[src/cpu_pkg.sv]
/*
 * Processor encodings: opcodes, instruction fields, register file size, ALU codes.
 * Opcodes not listed here are treated as HALT by the decoder.
 */
package cpu_pkg;

   localparam int data_width     = 32;
   localparam int reg_count      = 8;
   localparam int reg_addr_width = 3;
   localparam int opcode_width   = 4;
   localparam int alu_op_width   = 3;

   // Instruction field positions
   localparam int opcode_msb = 31;
   localparam int opcode_lsb = 28;
   localparam int rd_msb     = 27;
   localparam int rd_lsb     = 25;
   localparam int rs1_msb    = 24;
   localparam int rs1_lsb    = 22;
   localparam int rs2_msb    = 21;
   localparam int rs2_lsb    = 19;
   localparam int imm_msb    = 15;
   localparam int imm_lsb    = 0;
   localparam int imm_width  = imm_msb - imm_lsb + 1;

   // Opcodes
   localparam logic [opcode_width-1:0] op_add  = 4'h0;
   localparam logic [opcode_width-1:0] op_sub  = 4'h1;
   localparam logic [opcode_width-1:0] op_and  = 4'h2;
   localparam logic [opcode_width-1:0] op_or   = 4'h3;
   localparam logic [opcode_width-1:0] op_xor  = 4'h4;
   localparam logic [opcode_width-1:0] op_addi = 4'h5;
   localparam logic [opcode_width-1:0] op_lui  = 4'h6;
   localparam logic [opcode_width-1:0] op_ld   = 4'h7;
   localparam logic [opcode_width-1:0] op_st   = 4'h8;
   localparam logic [opcode_width-1:0] op_bne  = 4'h9;
   localparam logic [opcode_width-1:0] op_out  = 4'ha;
   localparam logic [opcode_width-1:0] op_halt = 4'hf;

   // ALU operations
   localparam logic [alu_op_width-1:0] alu_add  = 3'd0;
   localparam logic [alu_op_width-1:0] alu_sub  = 3'd1;
   localparam logic [alu_op_width-1:0] alu_and  = 3'd2;
   localparam logic [alu_op_width-1:0] alu_or   = 3'd3;
   localparam logic [alu_op_width-1:0] alu_xor  = 3'd4;
   localparam logic [alu_op_width-1:0] alu_pass = 3'd5;

endpackage

[src/bus_pkg.sv]
/*
 * Wishbone bus widths, byte-lane select and the processor start address.
 * Only full-word transfers exist, so SEL is always all lanes.
 */
package bus_pkg;

   localparam int wb_addr_width = 32;
   localparam int wb_data_width = 32;
   localparam int wb_sel_width  = 4;

   localparam logic [wb_sel_width-1:0] wb_sel_all = 4'b1111;

   // Byte address of the first instruction, pc steps by 4
   localparam logic [wb_addr_width-1:0] reset_pc = 32'h0000_0000;

   // Parallel output port on the breakout pins
   localparam int out_port_width = 8;

endpackage

[src/wishbone_manager.sv]
`timescale 1ns/1ps
/*
 * One Wishbone classic cycle per read or write strobe.
 * Strobes are accepted only while busy_o is low; the slave sets the latency.
 * Read data is valid on cpu_dat_o once busy_o falls.
 */
module wishbone_manager (
   input  logic                              clk_i,
   input  logic                              reset_i,
   input  logic                              read_i,
   input  logic                              write_i,
   input  logic [bus_pkg::wb_addr_width-1:0] adr_i,
   input  logic [bus_pkg::wb_sel_width-1:0]  sel_i,
   input  logic [bus_pkg::wb_data_width-1:0] cpu_dat_i,
   output logic [bus_pkg::wb_data_width-1:0] cpu_dat_o,
   output logic                              busy_o,
   input  logic [bus_pkg::wb_data_width-1:0] dat_i,
   input  logic                              ack_i,
   output logic [bus_pkg::wb_addr_width-1:0] adr_o,
   output logic [bus_pkg::wb_data_width-1:0] dat_o,
   output logic [bus_pkg::wb_sel_width-1:0]  sel_o,
   output logic                              we_o,
   output logic                              stb_o,
   output logic                              cyc_o
);

   typedef enum logic {
      s_idle,
      s_active
   } state_t;

   state_t state_q;
   logic   stb_q;
   logic   we_q;
   logic   request;
   logic   done;

   assign request = (state_q == s_idle) && (read_i || write_i);
   // Slave acknowledge ends the cycle
   assign done    = (state_q == s_active) && ack_i;

   // Control state
   always_ff @(posedge clk_i) begin
      if (reset_i) begin
         state_q <= s_idle;
         stb_q   <= 1'b0;
         we_q    <= 1'b0;
      end else if (request) begin
         state_q <= s_active;
         stb_q   <= 1'b1;
         we_q    <= write_i;
      end else if (done) begin
         state_q <= s_idle;
         stb_q   <= 1'b0;
         we_q    <= 1'b0;
      end
   end

   // Address, data and lanes held for the whole cycle
   always_ff @(posedge clk_i) begin
      if (request) begin
         adr_o <= adr_i;
         dat_o <= cpu_dat_i;
         sel_o <= sel_i;
      end
      // Read data captured in the ACK cycle
      if (done) begin
         cpu_dat_o <= dat_i;
      end
   end

   assign cyc_o  = (state_q == s_active);
   assign stb_o  = stb_q;
   assign we_o   = we_q;
   // High from the cycle after the strobe through the ACK cycle
   assign busy_o = (state_q == s_active);

   a_stb_needs_cyc: assert property (@(posedge clk_i) disable iff (reset_i)
      stb_o |-> cyc_o);

   a_no_request_when_busy: assert property (@(posedge clk_i) disable iff (reset_i)
      (read_i || write_i) |-> !busy_o);

endmodule

[src/cpu_decode.sv]
`timescale 1ns/1ps
/*
 * Instruction field split and control levels, purely combinational.
 * Unknown opcodes decode as HALT.
 */
module cpu_decode (
   input  logic [cpu_pkg::data_width-1:0]     instr_i,
   output logic [cpu_pkg::opcode_width-1:0]   opcode_o,
   output logic [cpu_pkg::reg_addr_width-1:0] rd_o,
   output logic [cpu_pkg::reg_addr_width-1:0] rs1_o,
   output logic [cpu_pkg::reg_addr_width-1:0] rs2_o,
   output logic [cpu_pkg::data_width-1:0]     imm_o,
   output logic [cpu_pkg::alu_op_width-1:0]   alu_op_o,
   output logic                               uses_imm_o,
   output logic                               reg_write_o,
   output logic                               mem_read_o,
   output logic                               mem_write_o,
   output logic                               branch_o,
   output logic                               out_write_o,
   output logic                               halt_o
);

   logic [cpu_pkg::imm_width-1:0] imm_raw;

   assign opcode_o = instr_i[cpu_pkg::opcode_msb:cpu_pkg::opcode_lsb];
   assign rd_o     = instr_i[cpu_pkg::rd_msb:cpu_pkg::rd_lsb];
   assign rs1_o    = instr_i[cpu_pkg::rs1_msb:cpu_pkg::rs1_lsb];
   assign rs2_o    = instr_i[cpu_pkg::rs2_msb:cpu_pkg::rs2_lsb];
   assign imm_raw  = instr_i[cpu_pkg::imm_msb:cpu_pkg::imm_lsb];

   // LUI places the immediate in the upper half, others sign-extend
   assign imm_o = (opcode_o == cpu_pkg::op_lui) ?
                  {imm_raw, {(cpu_pkg::data_width - cpu_pkg::imm_width){1'b0}}} :
                  {{(cpu_pkg::data_width - cpu_pkg::imm_width){imm_raw[cpu_pkg::imm_width-1]}},
                   imm_raw};

   always_comb begin
      alu_op_o    = cpu_pkg::alu_add;
      uses_imm_o  = 1'b0;
      reg_write_o = 1'b0;
      mem_read_o  = 1'b0;
      mem_write_o = 1'b0;
      branch_o    = 1'b0;
      out_write_o = 1'b0;
      halt_o      = 1'b0;
      case (opcode_o)
         cpu_pkg::op_add: begin
            reg_write_o = 1'b1;
         end
         cpu_pkg::op_sub: begin
            alu_op_o    = cpu_pkg::alu_sub;
            reg_write_o = 1'b1;
         end
         cpu_pkg::op_and: begin
            alu_op_o    = cpu_pkg::alu_and;
            reg_write_o = 1'b1;
         end
         cpu_pkg::op_or: begin
            alu_op_o    = cpu_pkg::alu_or;
            reg_write_o = 1'b1;
         end
         cpu_pkg::op_xor: begin
            alu_op_o    = cpu_pkg::alu_xor;
            reg_write_o = 1'b1;
         end
         cpu_pkg::op_addi: begin
            uses_imm_o  = 1'b1;
            reg_write_o = 1'b1;
         end
         cpu_pkg::op_lui: begin
            alu_op_o    = cpu_pkg::alu_pass;
            uses_imm_o  = 1'b1;
            reg_write_o = 1'b1;
         end
         // Address through the adder, rs1 plus immediate
         cpu_pkg::op_ld: begin
            uses_imm_o  = 1'b1;
            reg_write_o = 1'b1;
            mem_read_o  = 1'b1;
         end
         cpu_pkg::op_st: begin
            uses_imm_o  = 1'b1;
            mem_write_o = 1'b1;
         end
         cpu_pkg::op_bne: begin
            branch_o = 1'b1;
         end
         cpu_pkg::op_out: begin
            out_write_o = 1'b1;
         end
         default: begin
            halt_o = 1'b1;
         end
      endcase
   end

endmodule

[src/cpu_execute.sv]
`timescale 1ns/1ps
/*
 * ALU, effective address and branch decision, combinational.
 * Arithmetic wraps at 32 bits; the branch offset counts words from pc + 4.
 */
module cpu_execute (
   input  logic [cpu_pkg::alu_op_width-1:0] alu_op_i,
   input  logic                             uses_imm_i,
   input  logic [cpu_pkg::data_width-1:0]   rs1_val_i,
   input  logic [cpu_pkg::data_width-1:0]   rs2_val_i,
   input  logic [cpu_pkg::data_width-1:0]   imm_i,
   input  logic [cpu_pkg::data_width-1:0]   pc_i,
   output logic [cpu_pkg::data_width-1:0]   alu_result_o,
   output logic [cpu_pkg::data_width-1:0]   branch_target_o,
   output logic                             operands_differ_o
);

   logic [cpu_pkg::data_width-1:0] operand_b;

   // Second operand is the register or the immediate
   assign operand_b = uses_imm_i ? imm_i : rs2_val_i;

   always_comb begin
      case (alu_op_i)
         cpu_pkg::alu_add:  alu_result_o = rs1_val_i + operand_b;
         cpu_pkg::alu_sub:  alu_result_o = rs1_val_i - operand_b;
         cpu_pkg::alu_and:  alu_result_o = rs1_val_i & operand_b;
         cpu_pkg::alu_or:   alu_result_o = rs1_val_i | operand_b;
         cpu_pkg::alu_xor:  alu_result_o = rs1_val_i ^ operand_b;
         // LUI value straight from the decoder
         cpu_pkg::alu_pass: alu_result_o = imm_i;
         default:           alu_result_o = rs1_val_i + operand_b;
      endcase
   end

   // Word offset from the next instruction
   assign branch_target_o = pc_i + 32'd4 + {imm_i[cpu_pkg::data_width-3:0], 2'b00};

   // BNE condition, always on the two registers
   assign operands_differ_o = (rs1_val_i != rs2_val_i);

endmodule

[src/cpu_result.sv]
`timescale 1ns/1ps
/*
 * Register file, program counter, output port and halt flag.
 * Register 0 reads as zero; reads are combinational.
 * The output port takes the low byte of the rs1 read port.
 */
module cpu_result (
   input  logic                                 clk_i,
   input  logic                                 reset_i,
   input  logic                                 reg_write_i,
   input  logic [cpu_pkg::reg_addr_width-1:0]   rd_i,
   input  logic [cpu_pkg::data_width-1:0]       wr_data_i,
   input  logic [cpu_pkg::reg_addr_width-1:0]   rs1_i,
   input  logic [cpu_pkg::reg_addr_width-1:0]   rs2_i,
   output logic [cpu_pkg::data_width-1:0]       rs1_val_o,
   output logic [cpu_pkg::data_width-1:0]       rs2_val_o,
   input  logic                                 pc_step_i,
   input  logic                                 pc_load_i,
   input  logic [cpu_pkg::data_width-1:0]       pc_target_i,
   output logic [cpu_pkg::data_width-1:0]       pc_o,
   input  logic                                 out_write_i,
   output logic [bus_pkg::out_port_width-1:0]   out_data_o,
   input  logic                                 halt_set_i,
   output logic                                 halted_o
);

   logic [cpu_pkg::data_width-1:0] regs [cpu_pkg::reg_count];

   // Register array, writes to r0 dropped
   always_ff @(posedge clk_i) begin
      if (reg_write_i && (rd_i != '0)) begin
         regs[rd_i] <= wr_data_i;
      end
   end

   assign rs1_val_o = (rs1_i == '0) ? '0 : regs[rs1_i];
   assign rs2_val_o = (rs2_i == '0) ? '0 : regs[rs2_i];

   // pc, port and sticky halt
   always_ff @(posedge clk_i) begin
      if (reset_i) begin
         pc_o       <= bus_pkg::reset_pc;
         out_data_o <= '0;
         halted_o   <= 1'b0;
      end else begin
         if (pc_load_i) begin
            pc_o <= pc_target_i;
         end else if (pc_step_i) begin
            pc_o <= pc_o + 32'd4;
         end
         if (out_write_i) begin
            out_data_o <= rs1_val_o[bus_pkg::out_port_width-1:0];
         end
         if (halt_set_i) begin
            halted_o <= 1'b1;
         end
      end
   end

   a_pc_one_update: assert property (@(posedge clk_i) disable iff (reset_i)
      !(pc_step_i && pc_load_i));

endmodule

[src/team_01_cpu.sv]
`timescale 1ns/1ps
/*
 * Multi-cycle sequencer: fetch, decode, execute, memory, write-back.
 * en_i low holds off the next fetch only; a running instruction completes.
 * After HALT the sequencer stays idle until reset.
 */
module team_01_cpu (
   input  logic                               clk_i,
   input  logic                               reset_i,
   input  logic                               en_i,
   input  logic                               busy_i,
   input  logic [bus_pkg::wb_data_width-1:0]  bus_dat_i,
   output logic                               read_o,
   output logic                               write_o,
   output logic [bus_pkg::wb_addr_width-1:0]  adr_o,
   output logic [bus_pkg::wb_sel_width-1:0]   sel_o,
   output logic [bus_pkg::wb_data_width-1:0]  bus_dat_o,
   output logic [bus_pkg::out_port_width-1:0] out_data_o,
   output logic                               halted_o
);

   typedef enum logic [2:0] {
      s_fetch_req,
      s_fetch_wait,
      s_decode,
      s_execute,
      s_mem_req,
      s_mem_wait,
      s_writeback,
      s_halted
   } state_t;

   state_t state_q;

   logic [cpu_pkg::data_width-1:0]     instr_q;
   logic [cpu_pkg::data_width-1:0]     alu_q;
   logic [cpu_pkg::data_width-1:0]     load_q;
   logic [cpu_pkg::opcode_width-1:0]   opcode;
   logic [cpu_pkg::reg_addr_width-1:0] rd;
   logic [cpu_pkg::reg_addr_width-1:0] rs1;
   logic [cpu_pkg::reg_addr_width-1:0] rs2;
   logic [cpu_pkg::data_width-1:0]     imm;
   logic [cpu_pkg::alu_op_width-1:0]   alu_op;
   logic uses_imm;
   logic reg_write;
   logic mem_read;
   logic mem_write;
   logic branch;
   logic out_write;
   logic halt;
   logic [cpu_pkg::data_width-1:0]     rs1_val;
   logic [cpu_pkg::data_width-1:0]     rs2_val;
   logic [cpu_pkg::data_width-1:0]     pc;
   logic [cpu_pkg::data_width-1:0]     alu_result;
   logic [cpu_pkg::data_width-1:0]     branch_target;
   logic [cpu_pkg::data_width-1:0]     wr_data;
   logic operands_differ;
   logic in_wb;
   logic taken;

   cpu_decode u_decode (
      .instr_i     (instr_q),
      .opcode_o    (opcode),
      .rd_o        (rd),
      .rs1_o       (rs1),
      .rs2_o       (rs2),
      .imm_o       (imm),
      .alu_op_o    (alu_op),
      .uses_imm_o  (uses_imm),
      .reg_write_o (reg_write),
      .mem_read_o  (mem_read),
      .mem_write_o (mem_write),
      .branch_o    (branch),
      .out_write_o (out_write),
      .halt_o      (halt)
   );

   cpu_execute u_execute (
      .alu_op_i          (alu_op),
      .uses_imm_i        (uses_imm),
      .rs1_val_i         (rs1_val),
      .rs2_val_i         (rs2_val),
      .imm_i             (imm),
      .pc_i              (pc),
      .alu_result_o      (alu_result),
      .branch_target_o   (branch_target),
      .operands_differ_o (operands_differ)
   );

   // Write-back strobes, all in one cycle
   assign in_wb   = (state_q == s_writeback);
   assign taken   = branch && operands_differ;
   assign wr_data = (opcode == cpu_pkg::op_ld) ? load_q : alu_q;

   cpu_result u_result (
      .clk_i       (clk_i),
      .reset_i     (reset_i),
      .reg_write_i (in_wb && reg_write),
      .rd_i        (rd),
      .wr_data_i   (wr_data),
      .rs1_i       (rs1),
      .rs2_i       (rs2),
      .rs1_val_o   (rs1_val),
      .rs2_val_o   (rs2_val),
      .pc_step_i   (in_wb && !halt && !taken),
      .pc_load_i   (in_wb && taken),
      .pc_target_i (branch_target),
      .pc_o        (pc),
      .out_write_i (in_wb && out_write),
      .out_data_o  (out_data_o),
      .halt_set_i  (in_wb && halt),
      .halted_o    (halted_o)
   );

   // Bus strobes only while the manager is idle
   assign read_o    = !busy_i && (((state_q == s_fetch_req) && en_i) ||
                                  ((state_q == s_mem_req) && mem_read));
   assign write_o   = !busy_i && (state_q == s_mem_req) && mem_write;
   assign adr_o     = (state_q == s_mem_req) ? alu_q : pc;
   assign sel_o     = bus_pkg::wb_sel_all;
   // Store data from rs2
   assign bus_dat_o = rs2_val;

   always_ff @(posedge clk_i) begin
      if (reset_i) begin
         state_q <= s_fetch_req;
      end else begin
         case (state_q)
            s_fetch_req:
               if (en_i && !busy_i) state_q <= s_fetch_wait;
            // Busy falls the cycle after ACK
            s_fetch_wait:
               if (!busy_i) state_q <= s_decode;
            s_decode:
               state_q <= s_execute;
            s_execute:
               state_q <= (mem_read || mem_write) ? s_mem_req : s_writeback;
            s_mem_req:
               if (!busy_i) state_q <= s_mem_wait;
            s_mem_wait:
               if (!busy_i) state_q <= s_writeback;
            s_writeback:
               state_q <= halt ? s_halted : s_fetch_req;
            default:
               state_q <= s_halted;
         endcase
      end
   end

   // Instruction, ALU result and load data
   always_ff @(posedge clk_i) begin
      if ((state_q == s_fetch_wait) && !busy_i) begin
         instr_q <= bus_dat_i;
      end
      if (state_q == s_execute) begin
         alu_q <= alu_result;
      end
      if ((state_q == s_mem_wait) && !busy_i) begin
         load_q <= bus_dat_i;
      end
   end

endmodule

[src/team_01.sv]
`timescale 1ns/1ps
/*
 * Chip top: processor and Wishbone manager on the student slot pins.
 * Output port on gpio 11..4, halt flag on gpio 0; logic analyzer unused.
 */
module team_01 (
   input  logic          clk_i,
   input  logic          reset_i,
   input  logic          en_i,
   input  logic [127:0]  la_data_i,
   output logic [127:0]  la_data_o,
   input  logic [127:0]  la_oenb_i,
   input  logic [33:0]   gpio_i,
   output logic [33:0]   gpio_o,
   output logic [33:0]   gpio_oeb_o,
   input  logic [31:0]   dat_i,
   input  logic          ack_i,
   output logic [31:0]   adr_o,
   output logic [31:0]   dat_o,
   output logic [3:0]    sel_o,
   output logic          we_o,
   output logic          stb_o,
   output logic          cyc_o
);

   logic        read;
   logic        write;
   logic        busy;
   logic [31:0] req_adr;
   logic [31:0] req_dat;
   logic [31:0] rsp_dat;
   logic [3:0]  req_sel;
   logic [7:0]  out_data;
   logic        halted;

   team_01_cpu u_cpu (
      .clk_i      (clk_i),
      .reset_i    (reset_i),
      .en_i       (en_i),
      .busy_i     (busy),
      .bus_dat_i  (rsp_dat),
      .read_o     (read),
      .write_o    (write),
      .adr_o      (req_adr),
      .sel_o      (req_sel),
      .bus_dat_o  (req_dat),
      .out_data_o (out_data),
      .halted_o   (halted)
   );

   wishbone_manager u_wb (
      .clk_i     (clk_i),
      .reset_i   (reset_i),
      .read_i    (read),
      .write_i   (write),
      .adr_i     (req_adr),
      .sel_i     (req_sel),
      .cpu_dat_i (req_dat),
      .cpu_dat_o (rsp_dat),
      .busy_o    (busy),
      .dat_i     (dat_i),
      .ack_i     (ack_i),
      .adr_o     (adr_o),
      .dat_o     (dat_o),
      .sel_o     (sel_o),
      .we_o      (we_o),
      .stb_o     (stb_o),
      .cyc_o     (cyc_o)
   );

   // LCD data bus position on the breakout
   assign gpio_o     = {22'b0, out_data, 3'b0, halted};
   // Active low enables, pins 0 and 11..4 driven
   assign gpio_oeb_o = {22'h3f_ffff, 8'h00, 3'b111, 1'b0};
   assign la_data_o  = '0;

endmodule

[config.mk]
export PLATFORM = sky130hd
export DESIGN_NAME = team_01
export DESIGN_NICKNAME = d
export VERILOG_FILES = /design/src/cpu_pkg.sv /design/src/bus_pkg.sv /design/src/wishbone_manager.sv /design/src/cpu_decode.sv /design/src/cpu_execute.sv /design/src/cpu_result.sv /design/src/team_01_cpu.sv /design/src/team_01.sv
export SDC_FILE = /design/constraint.sdc
export NUM_CORES = 1
export LEC_CHECK = 0
export BUFFER_PORTS_ARGS = -buffer_cell sky130_fd_sc_hd__clkbuf_2
export CORE_UTILIZATION = 55
export CTS_CLUSTER_SIZE = 8
export DETAILED_ROUTE_END_ITERATION = 16
export HOLD_SLACK_MARGIN = 0.03
export PLACE_DENSITY_LB_ADDON = 0.15
export SLEW_MARGIN = 40
export SYNTH_ARGS = -nofsm -noshare
export SYNTH_HDL_FRONTEND = slang
export SYNTH_SLANG_ARGS = --single-unit
[constraint.sdc]
create_clock -name clk_i -period 11.8 [get_ports clk_i]
set_input_delay 0 -clock clk_i [delete_from_list [all_inputs] [get_ports clk_i]]
set_output_delay 0 -clock clk_i [all_outputs]
set_load 0.05 [all_outputs]
## Word-level counts from Yosys, hierarchy flattened

Memories as Yosys holds them, arrays and structs flattened. A register that Yosys moved wholly into a read port is not among the register bits.
Index checks and enable logic that the tools add are counted.

- Flip-flop bits (word level): 238
- Logic and storage cells: 112
- Memory bits (writable): 256
- Memories: 1
- Output and inout port bits: 267
- Bits of input ports: 326

- Bitwise logic cells: 4
- Mux-type cells: 31
- Eq/ne operators: 26
- Add/subtract/negate cells: 4
- Reduce and logical (&&, ||, !) cells: 34

Memory list:

| name | depth | bits a word | read ports | clocked after Yosys merged registers in | wr ports | line | RTL |
|---|---|---|---|---|---|---|---|
| u_cpu.u_result.regs | 8 | 32 | 2 | 2 | 1 | cpu_result.sv:27 | `logic [cpu_pkg::data_width-1:0] regs [cpu_pkg::reg_count];` |

Operators with widths:

| kind | count |
|---|---|
| two-way mux 32 bit | 7 |
| one-hot mux 32 bit (5 select lines) | 1 |
| adder 32 bit | 2 |
| adder 32 x 3 -> 32 bit (second input constant) | 1 |
| bitwise AND 32 bit | 1 |
| != test 32 bit | 1 |
| bitwise OR 32 bit | 1 |
| subtractor 32 bit | 1 |
| bitwise XOR 32 bit | 1 |
| two-way mux 31 bit | 1 |
| two-way mux 3 bit | 7 |
| one-hot mux 3 bit (7 select lines) | 1 |
| logical AND 1 bit | 18 |
| equality test 4 x 3 -> 1 bit (second input constant) | 4 |
| equality test 3 bit (second input constant) | 5 |
| one-hot mux 3 bit (5 select lines) | 1 |
| equality test 3 x 2 -> 1 bit (second input constant) | 4 |
| equality test 4 bit (second input constant) | 3 |
| two-way mux 1 bit | 12 |
| OR reduction 11 bit | 1 |
| logical NOT 3 bit | 3 |
| equality test 4 x 2 -> 1 bit (second input constant) | 2 |
| != test 2 bit (second input constant) | 4 |
| OR reduction 8 bit | 1 |
| other kinds (11) | 16 |

## Longest topological paths before layout

- Depth in word-level cells: 8
- Gate-level depth with buffers: 27
- Depth with buffers taken out: 24

## Hierarchy

From an unflattened synthesis, not the netlist that was laid out.

- Cell total of the unflattened synthesis: 2,432
- Area, all modules: 28,747.6 um^2

Modules (own cells, without submodules):

| module | sequential area each (um^2) | cells an instance | area each (um^2) | times used |
|---|---|---|---|---|
| cpu_result | 7,547.2 | 875 | 12,548.3 | 1 |
| cpu_execute | 0.0 | 978 | 7,130.6 | 1 |
| team_01_cpu | 2,942.8 | 207 | 3,952.5 | 1 |
| wishbone_manager | 3,042.9 | 113 | 3,119.2 | 1 |
| team_01 | 0.0 | 190 | 1,418.9 | 1 |
| cpu_decode | 0.0 | 69 | 578.1 | 1 |

## Worst setup path before layout

OpenSTA, ideal clock, no wires.

- Path type: reg-to-reg
- Start point: register u_cpu.instr_q[29] (netlist name)
- End point: register u_cpu.alu_q[26] (netlist name), data pin
- Setup slack: 6,119 ps
- Required time: 11,528 ps
- Setup time: 272 ps
- Stages on the path, launching flop included: 24
- Arrival time: 5,408 ps
- Buffers on the path: 4
- Period minus slack after synthesis: 5,681 ps
- Cell sequence: edfxtp_1 > or4b_4 > o21ai_4 > buf_4 > buf_4 > clkbuf_1 > clkbuf_1 > o21ai_0 > inv_1 > ha_1 > nor3b_1 > nand3_1 > o21ai_0 > xnor2_1 > ha_1 > nor2b_1 > o21ai_0 > nand2b_1 > and2_1 > a2111oi_0 > o31ai_1 > a311o_1 > nand3_1 > o2111ai_1

- Cells in the longest elaborated chain, start to end: 6
- Elaborated cells on any way between the ends: 24
- Those cells by class: add/sub: 2; eq/ne: 13; mux: 5; bitwise: 3; reduce/logical: 1

RTL lines:

| what | line | RTL |
|---|---|---|
| from (decl) | team_01_cpu.sv:35 | `logic [cpu_pkg::data_width-1:0] instr_q;` |
| from (signal assigned) | team_01_cpu.sv:153 | `instr_q <= bus_dat_i;` |
| equality test 4 x 3 -> 1 bit, or another cell as far along | cpu_decode.sv:32, cpu_decode.sv:46 |  |
| OR reduction 4 bit (no source line) | n/a |  |
| two-way mux 1 bit | cpu_decode.sv:46 | `case (opcode_o)` |
| two-way mux 32 bit | cpu_execute.sv:21 | `assign operand_b = uses_imm_i ? imm_i : rs2_val_i;` |
| adder 32 bit, or another cell as far along | cpu_execute.sv:25, cpu_execute.sv:32 |  |
| one-hot mux 32 bit (5 select lines) (*) | cpu_execute.sv:24 | `case (alu_op_i)` |
| named net u_cpu.alu_result (one bit) | team_01_cpu.sv:54 | `logic [cpu_pkg::data_width-1:0] alu_result;` |
| to (signal assigned) | team_01_cpu.sv:156 | `alu_q <= alu_result;` |
| to (decl) | team_01_cpu.sv:36 | `logic [cpu_pkg::data_width-1:0] alu_q;` |

Mark *: on every way through the listed nets, which the timed path passes. The rest lies on a longest branch.
A chain may end at the register's enable or synchronous reset.

==> run_results.csv <==
group,metric,value,unit
routing,ant_nets,0,
placement,pre_cts_ws,5214,ps
worst_setup_path,path_cells,"buf_12, mux4_2, a22oi_1, inv_1, nand2_1, nand2_1, inv_1, ha_1, nor3b_1, nand3_1, o21ai_0, xnor2_1, ha_1, and3_1, and3_1, nand3_1, a21oi_1, o31ai_1, o31ai_1, a21oi_1, a21oi_1, xnor2_1, o211ai_1",
global_routing,grt_usage,0.2969,
logic_synthesis,synth.avg_cell_area,12.16,um^2
worst_setup_path,cp_top_family,"compound AO/OA/AOI/OAI gates",
logic_synthesis,syn-instance-count,2370,
logic_synthesis,synth_area_leader_cell,"edfxtp_1",
die,initial_core_util,0.5596,
clock_network,htree_levels,3,
clock_network,clock_latency,630,ps
placement,portBuffers,111,
final_layout,fin_nets,2996,
worst_setup_path,critical-path-slowest-cell,"dfxtp_4",
worst_setup_path,critPathCaptureType,"flip-flop",
timing,tns,0,ps
routing,viasPerCell,6.085,
timing,fmax,146.5,MHz
logic_synthesis,synth_cell_type_count,83,
global_routing,use_met1,0.3766,
placement,dp_hpwl,54300,um
worst_setup_path,cp-start-kind,"flip-flop",
clock_network,post_cts_buffers,0,
global_routing,globalRouteOverflowTotal,0,
routing,wirelength,79700,um
worst_setup_path,crit_buf_inv,3,
logic_synthesis,synth-edff-count,445,
final_layout,multi_input_area,0.01305,mm^2
global_routing,grt-busiest-layer,"met2",
die,dieWidth,230.9,um
final_layout,syn2layout_area_growth,11.05,%
clock_network,clk_pin_slew,50,ps
clock_network,clockBufferDepth,3,
timing,fin_crit,6826,ps
worst_setup_path,critPathKind,"reg -> reg",
timing,rsz0062_at_grt,"no",
timing,hold_viol_final,0,
final_layout,fin_util,0.6214,
logic_synthesis,async_flop_share,0,
timing,setup_viol,0,
clock_network,cts-root-buf,"clkbuf_16",
die,core,0.05151,mm^2
clock_network,cts_sinks,495,
placement,gp_congestion,0.9425,
die,fp-row-count,83,
final_layout,fillers,4058,
timing,slew_headroom,0.4254,
die,die-area,0.05332,mm^2
logic_synthesis,ys.flop_type,"edfxtp_1",
worst_setup_path,cp.required,12120,ps
logic_synthesis,synthTopCellsByArea,"edfxtp_1 46%, mux4_2 5.6%, ha_1 5.5%",
timing,fin_ws,4974,ps
routing,drtIter0Drc,1728,
timing,fin_crit_sh,0.5784,
logic_synthesis,syn_area,0.02882,mm^2
logic_synthesis,ys_ff_latch,495,
global_routing,met2_usage,0.4931,
global_routing,grt_pass1_vias,19626,
routing,routedWlPerCell,24.35,um
worst_hold_path,hp-class,"in -> reg",
worst_setup_path,crit_top_cell,"a21oi_1",
pwr,power,6.459,mW
timing,slew_violations,0,
die,io-pin-count,593,
logic_synthesis,yosysWarnings,0,
global_routing,grt_pass1_wl,117000,um
logic_synthesis,synth_top_area_share,0.4636,
flow_run,drv_cap,0,
pwr,powerDensity,201.8,mW/mm^2
pwr,ir_drop,0.0001381,V
routing,drc_errors,0,
final_layout,ff_latch_area,0.01438,mm^2
die,fp.dieH,230.9,um
clock_network,post_cts_resized,0,
worst_setup_path,cpPeakStageDelay,620,ps
timing,finClkSkew,34.75,ps
timing,holdWs,24.69,ps
outcome,status,"finished clean",
global_routing,antenna_found_initial,2,
global_routing,use_met3,0.05546,
clock_network,cts_tree,"yes",
timing,tightestPinTransition,854.7,ps
pwr,leakagePower,12.56,nW
logic_synthesis,ys_seq_area_frac,0.4984,
clock_network,cts_buffers,72,
final_layout,drive_above_1_share,0.1694,
worst_setup_path,arrival,7150,ps
worst_setup_path,crit_fanout,29,
global_routing,grt_max_degree,66,
routing,drt_pass1_iterations,5,
routing,vias,19917,
[worst register-to-register path, cell delays in order (launching register included)]
cell and delay (ps):
dfxtp_4 620, buf_12 300, mux4_2 560, a22oi_1 410
inv_1 190, nand2_1 110, nand2_1 80, inv_1 100
ha_1 200, nor3b_1 580, nand3_1 310, o21ai_0 280
xnor2_1 100, ha_1 360, and3_1 210, and3_1 290
nand3_1 100, a21oi_1 250, o31ai_1 220, o31ai_1 570
a21oi_1 200, a21oi_1 210, xnor2_1 140, o211ai_1 140
[final cells by class]
class	instances	share of cell area
Antenna cell	1	0.00007818
Multi-Input combinational cell	1678	0.4076
Inverter	108	0.01267
Clock buffer	117	0.06188
Tap cell	680	0.02658
Clock inverter	7	0.002854
Timing Repair Buffer	187	0.03921
Sequential cell	495	0.4491
[cell families after synthesis]
logic type               share of synthesized area
buffers and inverters                      0.08430
other                                    0.0002606
AO/OA/AOI/OAI                               0.1068
AND/OR/NAND/NOR                            0.08074
flip-flops                                  0.4984
XOR/XNOR                                   0.04285
multiplexers                                0.1306
adder cells (fa/ha/maj)                    0.05609
[through the flow]
stage          cell area (um^2)  std cells
2_1_floorplan             29650       2591
3_3_place_gp              29470       3108
3_5_place_dp              29560       3113
4_1_cts                   31980       3271
5_1_grt                   32010       3272
6_report                  32010       3273
[state kept, by name, summed over array words and instances, names as in the netlist, named ones only]
signal                     cells
u_cpu.state_q                  3
u_cpu.u_result.out_data_o      8
u_cpu.alu_q                   32
u_wb.stb_o                     1
u_cpu.u_result.pc_o           30
u_wb.we_o                      1
u_cpu.u_result.regs          256
u_wb.cpu_dat_o                32
u_wb.dat_o                    32
u_cpu.load_q                  32
u_wb.adr_o                    32
u_cpu.u_result.halted_o        1
u_cpu.instr_q                 29
[cells in the final DEF (no fill, tap or decap), types with 60 or more instances in the layout]
cell,instances
a21oi_1,96
clkbuf_16,72
clkbuf_2,111
conb_1,223
edfxtp_1,445
ha_1,126
inv_1,107
mux2_2,85
mux2i_1,117
mux4_2,72
nand2_1,120
nand3_1,60
nor2_1,103
o21ai_0,64
xnor2_1,102
[power by group]
group	total, mW	internal [mW]	switching (mW)
Clock	1.90	1.15	0.758
Combinational	2.36	0.851	1.51
Sequential	2.20	2.09	0.101
Total	6.46	4.09	2.37
[synth_stat cells, types with 8 or more instances]
cell type  number
a211oi_1       21
a21o_1         27
a21oi_1        96
a221oi_1       11
a22o_1         35
a22oi_1        59
a31oi_1        18
and2_1         23
and3_1         25
buf_2          30
buf_4         203
buf_6           8
clkbuf_1       62
dfxtp_1        50
edfxtp_1      445
ha_1          126
inv_1         107
mux2_2         85
mux2i_1       117
mux4_2         72
nand2_1       121
nand2b_1       19
nand3_1        61
nand4_1        18
nor2_1        109
nor2b_1        17
nor3_1         20
o2111ai_1       8
o211ai_1        8
o21ai_0        64
o221ai_1       10
o22a_1          8
o31ai_1        12
or3_1          10
xnor2_1       102
xor2_1         39
[layer usage]
metal / up-vias / wire length [um] / share of wire
met4: 0 / 3661 / 0.046
met1: 9969 / 31910 / 0.40
met5: - / 0 / 0
met2: 872 / 38650 / 0.48
li1: 8871 / - / -
met3: 205 / 5475 / 0.069
[what timing repair did]
action / 4_1_cts / 5_1_grt
setup endpoints to repair: 0 / 0
hold buffers: 34 / 0
hold endpoints to repair: 49 / 0
[path summary, 6_finish.rpt]
check,from,end,cells after the start,slack [ps]
worst max-delay path,flip-flop,u_cpu.alu_q[29]$_DFFE_PP_,23,4970
worst min-delay path,ack_i,u_wb.cpu_dat_o[31]$_DFFE_PP_,2,20
worst max register to register,flip-flop,u_cpu.alu_q[29]$_DFFE_PP_,23,4970
worst min register to register,u_wb.cpu_dat_o[18]$_DFFE_PP_,u_cpu.load_q[18]$_DFFE_PP_,0,420
(Power assumes the default switching activity.)
